File: config.mk
export PLATFORM = sky130hd
export DESIGN_NAME = pipeline_control_top
export DESIGN_NICKNAME = d
export VERILOG_FILES = /design/src/hw/pipeline_pkg.sv /design/src/hw/instr_decoder.sv /design/src/hw/hazard_control_unit.sv /design/src/hw/pc_unit.sv /design/src/hw/pipeline_tracker.sv /design/src/hw/pipeline_control_top.sv
export SDC_FILE = /design/constraint.sdc
export NUM_CORES = 1
export LEC_CHECK = 0
export ABC_CLOCK_PERIOD_IN_PS = 11800
export BUFFER_PORTS_ARGS = -buffer_cell sky130_fd_sc_hd__buf_2
export CAP_MARGIN = 20
export CORE_MARGIN = 2
export CORE_UTILIZATION = 55
export DETAILED_ROUTE_END_ITERATION = 7
export PLACE_DENSITY = 0.79
export SKIP_LAST_GASP = 1
export SYNTH_ARGS = -nofsm -noshare
export SYNTH_HDL_FRONTEND = slang
export SYNTH_SLANG_ARGS = --single-unit
File: constraint.sdc
create_clock -name clk -period 11.8 [get_ports clk]
set_input_delay 1.77 -clock clk [delete_from_list [all_inputs] [get_ports clk]]
set_output_delay 1.77 -clock clk [all_outputs]
set_load 0.02 [all_outputs]
File: src/hw/pipeline_pkg.sv
// Pipeline control package.
// Shared types for decode, hazard control, PC and stage tracking.
`default_nettype none

package pipeline_pkg;

  typedef logic [31:0] word_t;
  typedef logic [4:0]  regnum_t;

  // Fetch starts here after reset.
  localparam word_t RESET_PC = 32'h0000_0000;

  // Operation classes seen by the hazard logic.
  typedef enum logic [3:0] {
    OTHERR = 4'h0,
    OSL    = 4'h1,
    OTHERI = 4'h2,
    OLW    = 4'h3,
    OSW    = 4'h4,
    OBEQ   = 4'h5,
    OBNE   = 4'h6,
    OJ     = 4'h7,
    OJAL   = 4'h8,
    OJR    = 4'h9,
    ONOP   = 4'hA,
    OHALT  = 4'hB
  } opfunc_t;

  typedef enum logic [1:0] {
    PCNPC = 2'd0,
    PCBPC = 2'd1,
    PCPTA = 2'd2,
    PCJPC = 2'd3
  } pcsel_t;

  // MIPS primary opcodes.
  typedef enum logic [5:0] {
    OP_RTYPE = 6'h00,
    OP_J     = 6'h02,
    OP_JAL   = 6'h03,
    OP_BEQ   = 6'h04,
    OP_BNE   = 6'h05,
    OP_ADDI  = 6'h08,
    OP_ADDIU = 6'h09,
    OP_SLTI  = 6'h0A,
    OP_SLTIU = 6'h0B,
    OP_ANDI  = 6'h0C,
    OP_ORI   = 6'h0D,
    OP_XORI  = 6'h0E,
    OP_LUI   = 6'h0F,
    OP_LW    = 6'h23,
    OP_SW    = 6'h2B,
    OP_HALT  = 6'h3F
  } opcode_t;

  // R-type funct codes that need their own class.
  typedef enum logic [5:0] {
    FN_SLL = 6'h00,
    FN_SRL = 6'h02,
    FN_SRA = 6'h03,
    FN_JR  = 6'h08
  } funct_t;

  // One instruction as it moves down the pipe.
  typedef struct packed {
    logic    valid;
    opfunc_t opfunc;
    regnum_t rs;
    regnum_t rt;
    word_t   pc;
    word_t   target;
  } stage_tag_t;

  typedef struct packed {
    pcsel_t pcsel;
    logic   pc_en;
    logic   ifid_en;
    logic   idex_en;
    logic   exmm_en;
    logic   mmwb_en;
    logic   ifid_flush;
    logic   idex_flush;
    logic   exmm_flush;
  } hazard_ctrl_t;

endpackage

`default_nettype wire

File: src/hw/instr_decoder.sv
// Instruction decoder.
// Maps a fetched MIPS word to an operation class, register fields and target.
`timescale 1ns/1ps
`default_nettype none

module instr_decoder (
  input  pipeline_pkg::word_t      instr,
  input  pipeline_pkg::word_t      pc,
  input  logic                     ihit,
  output pipeline_pkg::stage_tag_t tag
);
  import pipeline_pkg::*;

  opcode_t     opcode;
  funct_t      funct;
  logic [15:0] imm;
  logic [25:0] jidx;
  word_t       pc_plus4;
  word_t       br_target;
  word_t       j_target;
  opfunc_t     op;

  assign opcode = opcode_t'(instr[31:26]);
  assign funct  = funct_t'(instr[5:0]);
  assign imm    = instr[15:0];
  assign jidx   = instr[25:0];

  assign pc_plus4  = pc + 32'd4;
  // Word offset, sign extended.
  assign br_target = pc_plus4 + {{14{imm[15]}}, imm, 2'b00};
  assign j_target  = {pc_plus4[31:28], jidx, 2'b00};

  always_comb begin
    op = ONOP;
    case (opcode)
      OP_RTYPE: begin
        case (funct)
          FN_SLL, FN_SRL, FN_SRA: op = OSL;
          FN_JR:                  op = OJR;
          default:                op = OTHERR;
        endcase
        // All-zero word is the canonical nop.
        if (instr == '0) begin
          op = ONOP;
        end
      end
      OP_J:   op = OJ;
      OP_JAL: op = OJAL;
      OP_BEQ: op = OBEQ;
      OP_BNE: op = OBNE;
      OP_ADDI, OP_ADDIU, OP_SLTI, OP_SLTIU,
      OP_ANDI, OP_ORI, OP_XORI, OP_LUI: begin
        op = OTHERI;
      end
      OP_LW:   op = OLW;
      OP_SW:   op = OSW;
      OP_HALT: op = OHALT;
      default: op = ONOP;
    endcase
  end

  always_comb begin
    tag.valid  = ihit;
    tag.opfunc = op;
    tag.rs     = instr[25:21];
    tag.rt     = instr[20:16];
    tag.pc     = pc;
    if (op == OJ || op == OJAL) begin
      tag.target = j_target;
    end else begin
      tag.target = br_target;
    end
  end

endmodule

`default_nettype wire

File: src/hw/hazard_control_unit.sv
// Hazard control unit.
// Drives PC select, stage enables and flushes from the stage tags and cache hits.
`timescale 1ns/1ps
`default_nettype none

module hazard_control_unit (
  input  pipeline_pkg::stage_tag_t   id_tag,
  input  pipeline_pkg::stage_tag_t   ex_tag,
  input  pipeline_pkg::stage_tag_t   mm_tag,
  input  logic                       ihit,
  input  logic                       dhit,
  input  logic                       mm_equal,
  output pipeline_pkg::hazard_ctrl_t ctrl
);
  import pipeline_pkg::*;

  opfunc_t id_op;
  opfunc_t ex_op;
  opfunc_t mm_op;
  logic    reads_rs_rt;
  logic    reads_rs;
  logic    match_rs;
  logic    match_rt;
  logic    hzd_mem;
  logic    hzd_lduse;
  logic    hzd_br;
  logic    hzd_jr;
  logic    hzd_j;

  // Empty slots behave as nops.
  assign id_op = id_tag.valid ? id_tag.opfunc : ONOP;
  assign ex_op = ex_tag.valid ? ex_tag.opfunc : ONOP;
  assign mm_op = mm_tag.valid ? mm_tag.opfunc : ONOP;

  // Shifts read rt, so they sit with the two-source group.
  assign reads_rs_rt = (id_op == OTHERR || id_op == OSL || id_op == OBEQ ||
                        id_op == OBNE || id_op == OSW);
  assign reads_rs    = (id_op == OJR || id_op == OLW || id_op == OTHERI);

  assign match_rs = (id_tag.rs == ex_tag.rt);
  assign match_rt = (id_tag.rt == ex_tag.rt);

  assign hzd_mem   = (mm_op == OLW || mm_op == OSW);
  assign hzd_lduse = (ex_op == OLW) &&
                     (((reads_rs || reads_rs_rt) && match_rs) ||
                      (reads_rs_rt && match_rt));
  assign hzd_br    = (mm_op == OBEQ && mm_equal) || (mm_op == OBNE && !mm_equal);
  assign hzd_jr    = (ex_op == OJR) && !hzd_br;
  assign hzd_j     = (ex_op == OJ || ex_op == OJAL) && !hzd_br;

  // Rules in priority order, later ones win.
  always_comb begin
    ctrl.pcsel      = PCNPC;
    ctrl.pc_en      = ihit;
    ctrl.ifid_en    = ihit;
    ctrl.idex_en    = ihit;
    ctrl.exmm_en    = ihit;
    ctrl.mmwb_en    = ihit;
    ctrl.ifid_flush = 1'b0;
    ctrl.idex_flush = 1'b0;
    ctrl.exmm_flush = 1'b0;
    if (hzd_mem) begin
      ctrl.pc_en      = ihit && dhit;
      ctrl.ifid_en    = dhit;
      ctrl.idex_en    = dhit;
      ctrl.exmm_en    = dhit;
      ctrl.mmwb_en    = dhit;
      ctrl.ifid_flush = !ihit && dhit;
    end
    if (hzd_lduse) begin
      ctrl.pc_en      = 1'b0;
      ctrl.ifid_en    = 1'b0;
      ctrl.idex_flush = 1'b1;
    end
    if (hzd_br) begin
      ctrl.pcsel      = PCBPC;
      ctrl.pc_en      = ihit;
      ctrl.ifid_en    = ihit;
      ctrl.ifid_flush = 1'b1;
      ctrl.idex_flush = 1'b1;
      ctrl.exmm_flush = 1'b1;
    end
    if (hzd_jr || hzd_j) begin
      ctrl.pcsel      = hzd_jr ? PCPTA : PCJPC;
      ctrl.pc_en      = ihit || dhit;
      ctrl.ifid_flush = 1'b1;
      ctrl.idex_flush = 1'b1;
    end
  end

endmodule

`default_nettype wire

File: src/hw/pc_unit.sv
// Program counter.
// Loads the next fetch address from the source chosen by the hazard unit.
`timescale 1ns/1ps
`default_nettype none

module pc_unit #(
  parameter pipeline_pkg::word_t START_PC = pipeline_pkg::RESET_PC
) (
  input  logic                       clk,
  input  logic                       rst_n,
  input  pipeline_pkg::hazard_ctrl_t ctrl,
  input  pipeline_pkg::word_t        mm_target,
  input  pipeline_pkg::word_t        ex_target,
  input  pipeline_pkg::word_t        jr_target,
  output pipeline_pkg::word_t        pc
);
  import pipeline_pkg::*;

  word_t pc_seq;
  word_t pc_next;

  assign pc_seq = pc + 32'd4;

  always_comb begin
    case (ctrl.pcsel)
      PCBPC:   pc_next = mm_target;
      PCPTA:   pc_next = jr_target;
      PCJPC:   pc_next = ex_target;
      default: pc_next = pc_seq;
    endcase
  end

  always_ff @(posedge clk) begin
    if (!rst_n) begin
      pc <= START_PC;
    end else if (ctrl.pc_en) begin
      pc <= pc_next;
    end
  end

  // Holds as long as register targets from the data path are aligned.
  assert property (@(posedge clk) disable iff (!rst_n) pc[1:0] == 2'b00)
    else $error("misaligned PC %h", pc);

endmodule

`default_nettype wire

File: src/hw/pipeline_tracker.sv
// Pipeline tracker.
// Moves instruction tags through IF/ID, ID/EX, EX/MM and MM/WB and flags retirement.
`timescale 1ns/1ps
`default_nettype none

module pipeline_tracker (
  input  logic                       clk,
  input  logic                       rst_n,
  input  pipeline_pkg::stage_tag_t   if_tag,
  input  pipeline_pkg::hazard_ctrl_t ctrl,
  output pipeline_pkg::stage_tag_t   id_tag,
  output pipeline_pkg::stage_tag_t   ex_tag,
  output pipeline_pkg::stage_tag_t   mm_tag,
  output logic                       retire_valid,
  output pipeline_pkg::word_t        retire_pc,
  output pipeline_pkg::opfunc_t      retire_op
);
  import pipeline_pkg::*;

  localparam int NSTAGE = 4;

  // Index 0 is IF/ID, 3 is MM/WB.
  stage_tag_t        stg [NSTAGE];
  stage_tag_t        nxt [NSTAGE];
  logic [NSTAGE-1:0] en;
  logic [NSTAGE-1:0] flush;

  assign en    = {ctrl.mmwb_en, ctrl.exmm_en, ctrl.idex_en, ctrl.ifid_en};
  // MM/WB is never flushed.
  assign flush = {1'b0, ctrl.exmm_flush, ctrl.idex_flush, ctrl.ifid_flush};

  assign nxt[0] = if_tag;
  assign nxt[1] = stg[0];
  assign nxt[2] = stg[1];
  assign nxt[3] = stg[2];

  // Flush wins over enable and drops in an empty slot.
  always_ff @(posedge clk) begin
    for (int i = 0; i < NSTAGE; i++) begin
      if (!rst_n || flush[i]) begin
        stg[i] <= '0;
      end else if (en[i]) begin
        stg[i] <= nxt[i];
      end
    end
  end

  assign id_tag = stg[0];
  assign ex_tag = stg[1];
  assign mm_tag = stg[2];

  // WB tag retires on the edge that moves it out.
  always_ff @(posedge clk) begin
    if (!rst_n) begin
      retire_valid <= 1'b0;
    end else begin
      retire_valid <= ctrl.mmwb_en && stg[3].valid;
    end
  end

  always_ff @(posedge clk) begin
    if (ctrl.mmwb_en) begin
      retire_pc <= stg[3].pc;
      retire_op <= stg[3].opfunc;
    end
  end

  // A bubble made by an EX/MM flush never shows up at the retire port.
  assert property (@(posedge clk) disable iff (!rst_n)
    ctrl.exmm_flush ##1 ctrl.mmwb_en [->2] |=> !retire_valid)
    else $error("flushed slot retired");

endmodule

`default_nettype wire

File: src/hw/pipeline_control_top.sv
// Pipeline control top level.
// Ties the decoder, hazard unit, PC unit and stage tracker together.
`timescale 1ns/1ps
`default_nettype none

module pipeline_control_top #(
  parameter pipeline_pkg::word_t START_PC = pipeline_pkg::RESET_PC
) (
  input  logic                  clk,
  input  logic                  rst_n,
  input  pipeline_pkg::word_t   instr,
  input  logic                  ihit,
  input  logic                  dhit,
  input  logic                  mm_equal,
  input  pipeline_pkg::word_t   jr_target,
  output pipeline_pkg::word_t   imem_addr,
  output logic                  retire_valid,
  output pipeline_pkg::word_t   retire_pc,
  output pipeline_pkg::opfunc_t retire_op
);
  import pipeline_pkg::*;

  stage_tag_t   if_tag;
  stage_tag_t   id_tag;
  stage_tag_t   ex_tag;
  stage_tag_t   mm_tag;
  hazard_ctrl_t ctrl;

  instr_decoder u_decoder (
    .instr (instr),
    .pc    (imem_addr),
    .ihit  (ihit),
    .tag   (if_tag)
  );

  hazard_control_unit u_hazard (
    .id_tag   (id_tag),
    .ex_tag   (ex_tag),
    .mm_tag   (mm_tag),
    .ihit     (ihit),
    .dhit     (dhit),
    .mm_equal (mm_equal),
    .ctrl     (ctrl)
  );

  pc_unit #(
    .START_PC (START_PC)
  ) u_pc (
    .clk       (clk),
    .rst_n     (rst_n),
    .ctrl      (ctrl),
    .mm_target (mm_tag.target),
    .ex_target (ex_tag.target),
    .jr_target (jr_target),
    .pc        (imem_addr)
  );

  pipeline_tracker u_tracker (
    .clk          (clk),
    .rst_n        (rst_n),
    .if_tag       (if_tag),
    .ctrl         (ctrl),
    .id_tag       (id_tag),
    .ex_tag       (ex_tag),
    .mm_tag       (mm_tag),
    .retire_valid (retire_valid),
    .retire_pc    (retire_pc),
    .retire_op    (retire_op)
  );

endmodule

`default_nettype wire

### Yosys cells after proc, flatten, opt, wreduce, memory -nomap -nowiden

Memory sizes are Yosys's and may differ from the RTL's.
Index checks and enable logic that the tools add are counted.

| word-level totals | value |
|---|---|
| bits in writable memories | 316 |
| memories kept | 1 |
| register bits after elaboration | 69 |
| output and inout port bits | 69 |
| word-level logic and storage cells | 127 |
| input bits | 69 |

Memory list:

| name | words | bits a word | read ports | clocked after memory_dff | wr ports | RTL line | text |
|---|---|---|---|---|---|---|---|
| u_tracker.stg | 4 | 79 | 4 | 0 | 4 | pipeline_tracker.sv:23 | `stage_tag_t stg [NSTAGE];` |

| operators by class | value |
|---|---|
| eq/ne operators | 40 |
| muxes and demuxes | 39 |
| $add $sub $neg | 2 |
| bitwise operators | 4 |
| reductions and logical operators | 37 |

Operators with widths:

| operator | number |
|---|---|
| 79-bit 2-to-1 mux | 4 |
| 32-bit case mux with 3 select lines | 1 |
| 6-bit by 4-bit == test with 1-bit output, second input constant | 9 |
| 4-bit case mux with 9 select lines | 1 |
| 32-bit by 3-bit adder with 32-bit output, second input constant | 1 |
| 32-bit adder | 1 |
| 4-bit by 3-bit == test with 1-bit output, second input constant | 8 |
| 32-bit logical NOT | 1 |
| 32-bit 2-to-1 mux | 1 |
| 6-bit by 2-bit == test with 1-bit output, second input constant | 4 |
| 1-bit 2-to-1 mux | 21 |
| 6-bit == test, second input constant | 3 |
| 1-bit logical OR | 17 |
| 4-bit by 2-bit == test with 1-bit output, second input constant | 4 |
| 4-bit == test, second input constant | 4 |
| 4-bit 2-to-1 mux | 4 |
| 6-bit by 3-bit == test with 1-bit output, second input constant | 2 |
| 6-bit logical NOT | 2 |
| 5-bit == test | 2 |
| 1-bit logical AND | 10 |
| 3-bit 2-to-1 mux | 3 |
| 4-bit case mux with 2 select lines | 1 |
| 8-bit OR reduction | 1 |
| 6-bit 2-to-1 mux | 1 |
| 8 further kinds | 16 |

### Logic depth before layout (Yosys ltp)

Gate-level depths: netlist of the first run.
An unclocked memory read counts as a cell.

| logic depth | value |
|---|---|
| depth in word-level cells | 18 |
| depth in mapped cells | 17 |
| gate-level depth less buffers | 16 |

### By module

From an unflattened synthesis of the first run, not the netlist that was laid out.

| second synthesis, totals | value |
|---|---|
| cell total of the unflattened synthesis | 1548 |
| area, all modules | 18710.4 sq um |

Modules (own cells, without submodules):

| module | sequential area each (sq um) | cells each | instances | area each (sq um) |
|---|---|---|---|---|
| pipeline_tracker | 9328.9 | 673 | 1 | 12420.7 |
| instr_decoder | 0.0 | 482 | 1 | 3143.0 |
| pc_unit | 640.6 | 332 | 1 | 2760.1 |
| hazard_control_unit | 0.0 | 61 | 1 | 386.6 |

### Least setup slack after synthesis of the first run

Ideal clock, no wire load.

| path | value |
|---|---|
| path type | input-to-reg |
| start point | input ihit |
| end point | memory u_tracker.stg[0][0] (netlist bit), enable pin |
| path buffers | 1 |
| arrival time | 8235 ps |
| required time | 11167 ps |
| slack | 2932 ps |
| library setup time | 633 ps |
| stages on the path | 5 |
| path through | buf_2 -> nor2_1 -> o21ai_0 -> o221ai_2 -> o31ai_1 |

RTL lines:

| what | RTL line | text |
|---|---|---|
| from (decl) | pipeline_control_top.sv:12 | `input logic ihit,` |
| to (decl) | pipeline_tracker.sv:23 |  |

==> results of run 1 <==
-- final cells by class --
class	instances	area, µm²
clock buffers	40	895
clock inverters	21	235
fillers	2303	10800
inverters	27	101
multi-input cells	903	5690
flip-flops and latches	328	9520
well taps	384	480
repair buffers	153	836
-- worst reg2reg max path, cell delays in order (launching register included) --
cell and delay, ns:
dfxtp_1 0.53, nand3_1 0.21, nor2_2 0.32, nor4b_4 0.48
and2_1 0.30, nand3_1 0.12, xnor2_1 0.24, ha_1 0.31
a21o_1 0.19, a21oi_1 0.15, o21bai_1 0.09, a22oi_1 0.30
a21oi_1 0.18, or4_1 0.52, and4_1 0.22, nor3_1 0.18
-- layer usage --
metal	wire length, µm	up-vias	part of all wire [%]
met2	17600	415	48
met4	1020	0	2.8
met5	0	-	0
met1	15500	5334	42
li1	-	5250	-
met3	2430	64	6.6
-- power breakdown --
part           total (mW)  switching [mW]  internal [mW]  leakage (nW)
Combinational       0.355           0.236          0.119          3.45
Clock                1.09           0.440          0.654         0.548
Sequential           1.46          0.0486           1.41          3.50
-- cell usage in the layout (no fill, tap or decap), types with 17 or more instances in the layout --
cell       synthesis  final
xnor2_1           39     39
and2_1            69     69
edfxtp_1         295    295
inv_1             25     24
o21ai_0           40     40
clkbuf_16          0     35
ha_1              36     36
nand2_1           93     92
nand3_1           34     33
dfxtp_1           33     33
and3_1           153    153
buf_2             10    138
nor2_1           107    104
a21oi_1           84     83
nor3_1            22     22
xor2_1            17     17
a221oi_1          26     26
-- cells by family (layout without fill, tap and decap cells) --
family	count (synthesis)	in the layout	share of synthesized area [%]
compound gates	260	260	10.9
xor+xnor	56	56	3.10
fa+ha+maj	37	37	2.97
buf+inv	141	241	4.21
flops	328	328	60.2
mux	3	3	0.190
simple gates	547	547	18.5
-- worst min-delay path by stage --
stage | startpoint | end | slack [ns]
CTS | u_tracker.stg[1][141]$_SDFFCE_PN0P_ | u_tracker.retire_pc[30]$_DFFE_PP_ | 0.42
global placement | u_tracker.stg[1][118]$_SDFFCE_PN0P_ | u_tracker.retire_pc[7]$_DFFE_PP_ | 0.40
finish | u_tracker.stg[1][118]$_SDFFCE_PN0P_ | u_tracker.retire_pc[7]$_DFFE_PP_ | 0.42
floorplan | u_tracker.stg[1][153]$_SDFFCE_PN0P_ | u_tracker.retire_op[0]$_DFFE_PP_ | 0.40
global route | u_tracker.stg[1][118]$_SDFFCE_PN0P_ | u_tracker.retire_pc[7]$_DFFE_PP_ | 0.43
detailed placement | u_tracker.stg[1][154]$_SDFFCE_PN0P_ | u_tracker.retire_op[1]$_DFFE_PP_ | 0.41
-- through the flow --
step,utilization [%],setup slack [ns],hold slack [ns],instances
global route,62.2,6.64,0.434,1856
finish,62.2,6.94,0.418,1856
global placement,58.1,6.57,0.400,1792
CTS,62.1,6.99,0.420,1854
detailed placement,58.1,6.45,0.405,1793
floorplan,-,2.93,0.400,1372
-- registers in the layout (all words and copies together), names as in the netlist --
register / cells
u_pc.pc: 32
u_tracker.retire_pc: 32
u_tracker.stg: 259
u_tracker.retire_op: 4
u_tracker.retire_valid: 1
==> summary.md, run 1 <==
| Metric | Value |
|---|---|
| TritonCTS clock tree | yes |
| Top delay family on crit path | buffers and inverters |
| Hold Crit Class | reg -> reg |
| Routed vias | 11100 |
| Reg2reg end | u_tracker.stg[0][31]$_SDFFCE_PN0P_ |
| Skew-Pair Late Insertion Delay | 0.52 ns |
| Synth async-reset ratio | 0% |
| Slew Limit Fails | 0 |
| IO Count | 138 |
| Overall routed net length | 36600 µm |
| Initial Utilization | 55.4% |
| GRT met2 Usage | 40.7% |
| # DRC | 0 |
| Share of the synthesized area in the top cell type | 56.0% |
| Worst clock skew | 0.0170 ns |
| Number of setup buffers added after CTS | 0 |
| Crit-path cells | buf_2, nand3b_1, a21o_2, buf_4, and2_4, nand2_2, or4_1, buf_4, inv_2, nand2_1, o32ai_1 |
| Worst setup SP type | input pin |
| Status | completed |
| Area grow syn2layout | 12.2% |
| Mapped Nets | 1478 |
| Setup violators final | 0 |
| FF+latch count, synth | 328 |
| Largest net degree at the start of global routing | 108 |
| Tmin final | 4.86 ns |
| CP Max Fanout | 107 |
| Pwr per Cell Area | 164 nW/µm² |
| Global-route met3 utilization | 3.44% |
| FP Rows | 62 |
| Synth cell types | 72 |
| Cell leakage power | 7.50 nW |
| Global-route usage over all layers | 24.1% |
| Detailed Route Iter0 Violations | 1086 |
| Die area | 30100 µm² |
| Drt first pass iters | 5 |
| First-pass GRT wire length | 56900 µm |
| Max stage delay on crit path | 0.68 ns |
| Hold Crit Depth | 0 |
| Critical path type | in -> reg |
| Ys flop type | edfxtp_1 |
| Crit path max-delay cell type | buf_4 |
| Top post-synthesis cells by count | 295 x edfxtp_1, 153 x and3_1, 107 x nor2_1, 93 x nand2_1, 84 x a21oi_1 |
| Sequential area share after synthesis | 60.2% |
| Die Ht | 174 µm |
| Post-Syn Area | 15800 µm² |
| Clock Sinks | 328 |
| Crit path arrival time | 5.20 ns |
| Clock transition at the registers of the reported paths | 0.06 ns |
| Die W | 174 µm |
| Mean post-synth cell area | 11.5 µm² |
| Total Nets Final | 1553 |
| Max cap viols | 0 |
| Wire per inst | 19.7 µm |
| Critical Path End Type | flop |
| Largest area contributor in the netlist | edfxtp_1 |
| Period utilization | 41.2% |
| Power, Total | 2.90 mW |
| Number of antenna violations at the first check in global routing | 0 |
| Placed instance area | 16600 µm² |
| Num CTS Buffers | 34 |
| Vias in the first global route | 10400 |
| Post-cts resize count | 0 |
| Fin area | 17800 µm² |
| Critical path endpoint | u_tracker.stg[0][28]$_SDFFCE_PN0P_ |
| RSZ-0062 raised after global routing | false |
| Clock tree root buffer cell | clkbuf_16 |
| Reg2Reg Depth | 15 |
| H-tree depth | 2 |
| Placed wire-length estimate | 25500 µm |
| Warnings from Yosys | 0 |
| Antenna viol nets, final | 0 |
| Share of layout cells above drive strength 1 | 15.4% |
| Synth top area cells | edfxtp_1 56%, and3_1 6.0%, dfxtp_1 4.2% |
| Number of diodes | 0 |
| Hold_buf cts | 0 |
| Reg2reg start | u_pc.pc[4]$_SDFFE_PN0P_ |
| Maximum root-to-sink buffer count | 3 |
| Mapped Cells | 1372 |
| Peak VDD IR | 0.0767 mV |
| Crit path top cell by count | buf_4 |
| CP startpoint | mm_equal |
| Via/cell ratio | 5.96 |
| # port buffers | 137 |
| Setup_tns | 0 ns |
| RePlAce Congestion | 0.914 |
| Peak Freq | 206 MHz |
| Crit. path cell count | 11 |
| Req. time, crit path | 12.14 ns |
| Top-count cell post-synth | edfxtp_1 |
| Met1 Track Usage GR | 32.9% |
| Most used routing layer | met2 |
| Slew headroom | 25.2% |
| Reg2reg setup slack | 7.29 ns |
| Total grt overflow | 0 |
| Post-synth EDFFs | 295 |
| Final hold violation count | 0 |
| WP buf/inv | 4 |
| Worst Max-Slew Pin Slew | 1.12 ns |
| Core region area | 28500 µm² |
Power figures use the tool's default switching activity.
==> inputs of run 2 (changes only) <==
--- a/config.mk
+++ b/config.mk
@@ -5,13 +5,14 @@
 export SDC_FILE = /design/constraint.sdc
 export NUM_CORES = 1
 export LEC_CHECK = 0
-export ABC_CLOCK_PERIOD_IN_PS = 11800
+export ABC_AREA = 1
+export ABC_CLOCK_PERIOD_IN_PS = 4300
 export BUFFER_PORTS_ARGS = -buffer_cell sky130_fd_sc_hd__buf_2
 export CAP_MARGIN = 20
 export CORE_MARGIN = 2
 export CORE_UTILIZATION = 55
 export DETAILED_ROUTE_END_ITERATION = 7
-export PLACE_DENSITY = 0.79
+export PLACE_DENSITY = 0.82
 export SKIP_LAST_GASP = 1
 export SYNTH_ARGS = -nofsm -noshare
 export SYNTH_HDL_FRONTEND = slang
==> constraint.sdc (replaced) <==
create_clock -name clk -period 4.3 [get_ports clk]
set_input_delay 0.645 -clock clk [delete_from_list [all_inputs] [get_ports clk]]
set_output_delay 0.645 -clock clk [all_outputs]
set_load 0.02 [all_outputs]
==> summary.md, run 2 <==
| Metric | Value |
|---|---|
| Status | completed |
| Number of diodes | 0 (unchanged) |
| Synth async-reset ratio | 0% (unchanged) |
| Num CTS Buffers | 36 (+5.9%) |
| Hold_buf cts | 0 (unchanged) |
| Die Ht | 179 µm (+2.9%) |
| Total Nets Final | 2127 (+37%) |
| Setup_tns | 0 ns (unchanged) |
| RSZ-0062 raised after global routing | false |
| Clock tree root buffer cell | clkbuf_16 |
| # DRC | 0 (unchanged) |
| Peak Freq | 272 MHz |
| Final std cells w/o fill | 2439 (+31%) |
| Vias in the first global route | 12800 (+22%) |
| Post-synth EDFFs | 295 (unchanged) |
| Ys flop type | edfxtp_1 |
| Worst clock skew | 0.0252 ns (+0.00823 ns) |
| Worst Max-Slew Pin Slew | 1.03 ns (-0.0948 ns) |
| Commonest non-fill, non-tap cell in the layout | nor2_1 |
| Period utilization | 85.4% |
| Die area | 31900 µm² (+5.8%) |
| Initial Utilization | 56.3% (+0.85 points) |
| Crit path max-delay cell type | dfxtp_1 |
| Crit-path cells | ha_1, nand3_1, inv_1, nand3_1, inv_1, nand2_1, xor2_1, inv_1, ha_1, inv_1, nor3_1, nand2_1, nor3_1, nand2_1, nand3_1, nand2_1, nor2_1, nor2_1 |
| Setup violators final | 0 (unchanged) |
| Crit path arrival time | 3.95 ns (-1.25 ns) |
| Total grt overflow | 0 (unchanged) |
| WP buf/inv | 4 (unchanged) |
| Top-count cell post-synth | nor2_1 |
| IO Count | 138 (unchanged) |
| Overall routed net length | 43900 µm (+20%) |
| Share of layout cells above drive strength 1 | 11.5% (-3.9 points) |
| Slew headroom | 31.4% (+6.2 points) |
| Final hold violation count | 0 (unchanged) |
| Via/cell ratio | 5.34 (-10%) |
| First-pass GRT wire length | 67900 µm (+19%) |
| Top delay family on crit path | simple AND/OR/NAND/NOR gates |
| Clock transition at the registers of the reported paths | 0.07 ns (about the same) |
| Worst setup SP type | flop |
| Max cap viols | 0 (unchanged) |
| Max stage delay on crit path | 0.44 ns (-0.24 ns) |
| Die W | 179 µm (+2.9%) |
| FP Rows | 63 (+1.6%) |
| Most frequent cells in the layout | 416 x nor2_1, 378 x nand2_1, 329 x inv_1, 295 x edfxtp_1, 137 x buf_2 |
| Top post-synthesis cells by count | 416 x nor2_1, 381 x nand2_1, 329 x inv_1, 295 x edfxtp_1, 66 x a21oi_1 |
| Power, Total | 8.37 mW (+190%) |
| Area of the multi-input gates | 5480 µm² (-3.6%) |
| Area grow syn2layout | 11.8% |
| Antenna viol nets, final | 0 (unchanged) |
| Post-cts resize count | 0 (unchanged) |
| Drt first pass iters | 6 (+1) |
| Placed wire-length estimate | 32200 µm (+27%) |
| Max FFs per register | 259 (unchanged) |
| Maximum root-to-sink buffer count | 3 (unchanged) |
| Global-route usage over all layers | 28.1% (+4.0 points) |
| # port buffers | 137 (unchanged) |
| Min Hold Slack | 0.418 ns (-0.000631 ns) |
| DP Cell Count | 2372 (+32%) |
| Number of setup buffers added after CTS | 0 (unchanged) |
| Pwr per Cell Area | 446 nW/µm² (+170%) |
| Warnings from Yosys | 0 (unchanged) |
| Skew-Pair Late Insertion Delay | 0.54 ns (+0.02 ns) |
| Largest net degree at the start of global routing | 70 (-35%) |
| Number of antenna violations at the first check in global routing | 0 (unchanged) |
| Cell leakage power | 8.39 nW (+12%) |
| Detailed Route Iter0 Violations | 1414 (+30%) |
| Sequential Area | 9520 µm² (unchanged) |
| Mean post-synth cell area | 8.75 µm² (-24%) |
| Slew Limit Fails | 0 (unchanged) |
| Critical Path End Type | flop |
| FF+latch count, synth | 328 (unchanged) |
| Largest area contributor in the netlist | edfxtp_1 |
| TritonCTS clock tree | yes |
| Top Registers | u_tracker.stg: 259 flops, u_pc.pc: 32 flops, u_tracker.retire_pc: 32 flops |
| CP Max Fanout | 6 (-94%) |
| Wire per inst | 18.0 µm (-8.7%) |
| Sequential area share after synthesis | 56.8% (-3.4 points) |
| Req. time, crit path | 4.58 ns (-7.56 ns) |
| Post-Syn Area | 16800 µm² (+6.0%) |
| Core region area | 29800 µm² (+4.4%) |
| Peak VDD IR | 0.311 mV (+310%) |
| RePlAce Congestion | 0.961 (+5.1%) |
| Reg with most FFs | u_tracker.stg |
| Hold Crit Class | reg -> reg |
| Mapped Cells | 1917 (+40%) |
| Critical path type | reg -> reg |
| Routed vias | 13000 (+18%) |
| Synth top area cells | edfxtp_1 53%, nor2_1 9.3%, nand2_1 8.5% |
| Share of the synthesized area in the top cell type | 52.8% (-3.2 points) |
| H-tree depth | 2 (unchanged) |
| Core Util, Final | 62.9% (+0.70 points) |
| Mapped Nets | 2023 (+37%) |
| Clock Sinks | 328 (unchanged) |
| Tmin final | 3.67 ns |
| Fill cells | 2480 (+7.7%) |
| Synth cell types | 42 (-42%) |
[run 2: changes by cell type after synthesis, sizes merged, moves of 17 or more]
cell,change
and2,-69
a221oi,-26
xnor2,-33
nand2,+292
clkbuf,-52
a21oi,-17
buf,+23
nand3,+32
and3,-151
nor2,+310
inv,+308
[run 2: path summary, 6_finish.rpt]
path,startpoint,to,slack (ns),depth (start not counted)
max,u_pc.pc[2]$_SDFFE_PN0P_,u_tracker.stg[0][30]$_SDFFCE_PN0P_,0.63,18
min,u_tracker.stg[1][154]$_SDFFCE_PN0P_,u_tracker.retire_op[1]$_DFFE_PP_,0.42,0
max reg2reg,u_pc.pc[2]$_SDFFE_PN0P_,u_tracker.stg[0][30]$_SDFFCE_PN0P_,0.63,18
min reg2reg,u_tracker.stg[1][154]$_SDFFCE_PN0P_,u_tracker.retire_op[1]$_DFFE_PP_,0.42,0
[run 2: area by class of cell]
class / count / area share (%)
repair buffers: 151 / 4.46
well taps: 390 / 2.60
clock inverters: 23 / 1.18
multi-input cells: 1169 / 29.3
flip-flops and latches: 328 / 50.8
clock buffers: 43 / 5.00
inverters: 335 / 6.71
[run 2: cell families (layout without fill, tap and decap cells)]
kind of cell / after synthesis / count (layout) / share of synthesized area, %
AOI/OAI and AO/OA: 156 / 156 / 5.23
and+or+nand+nor: 944 / 944 / 22.8
xor gates and xnor gates: 32 / 32 / 1.67
buffers and inverters: 420 / 552 / 10.7
DFF: 328 / 328 / 56.8
adders and majority gates: 37 / 37 / 2.81
[run 2: layer usage]
metal,GRT usage (%),share of wire [%],vias to the layer above
li1,-,-,6274
met1,36.2,41,6053
met2,48.0,48,570
met4,11.8,4.3,0
met5,0,0,-
met3,3.69,6.8,122
[run 2: metrics by stage]
step / setup WS [ns] / area [µm²]
finish: 0.630 / 18700
global route: 0.409 / 18700
CTS: 0.724 / 18700
detailed placement: 0.784 / 17600
global placement: 0.767 / 17600
floorplan: 0.0385 / 16800
[run 2: power by group]
group,internal [mW],switching [mW]
registers,3.86,0.156
logic,0.392,0.941
clock network,1.76,1.26
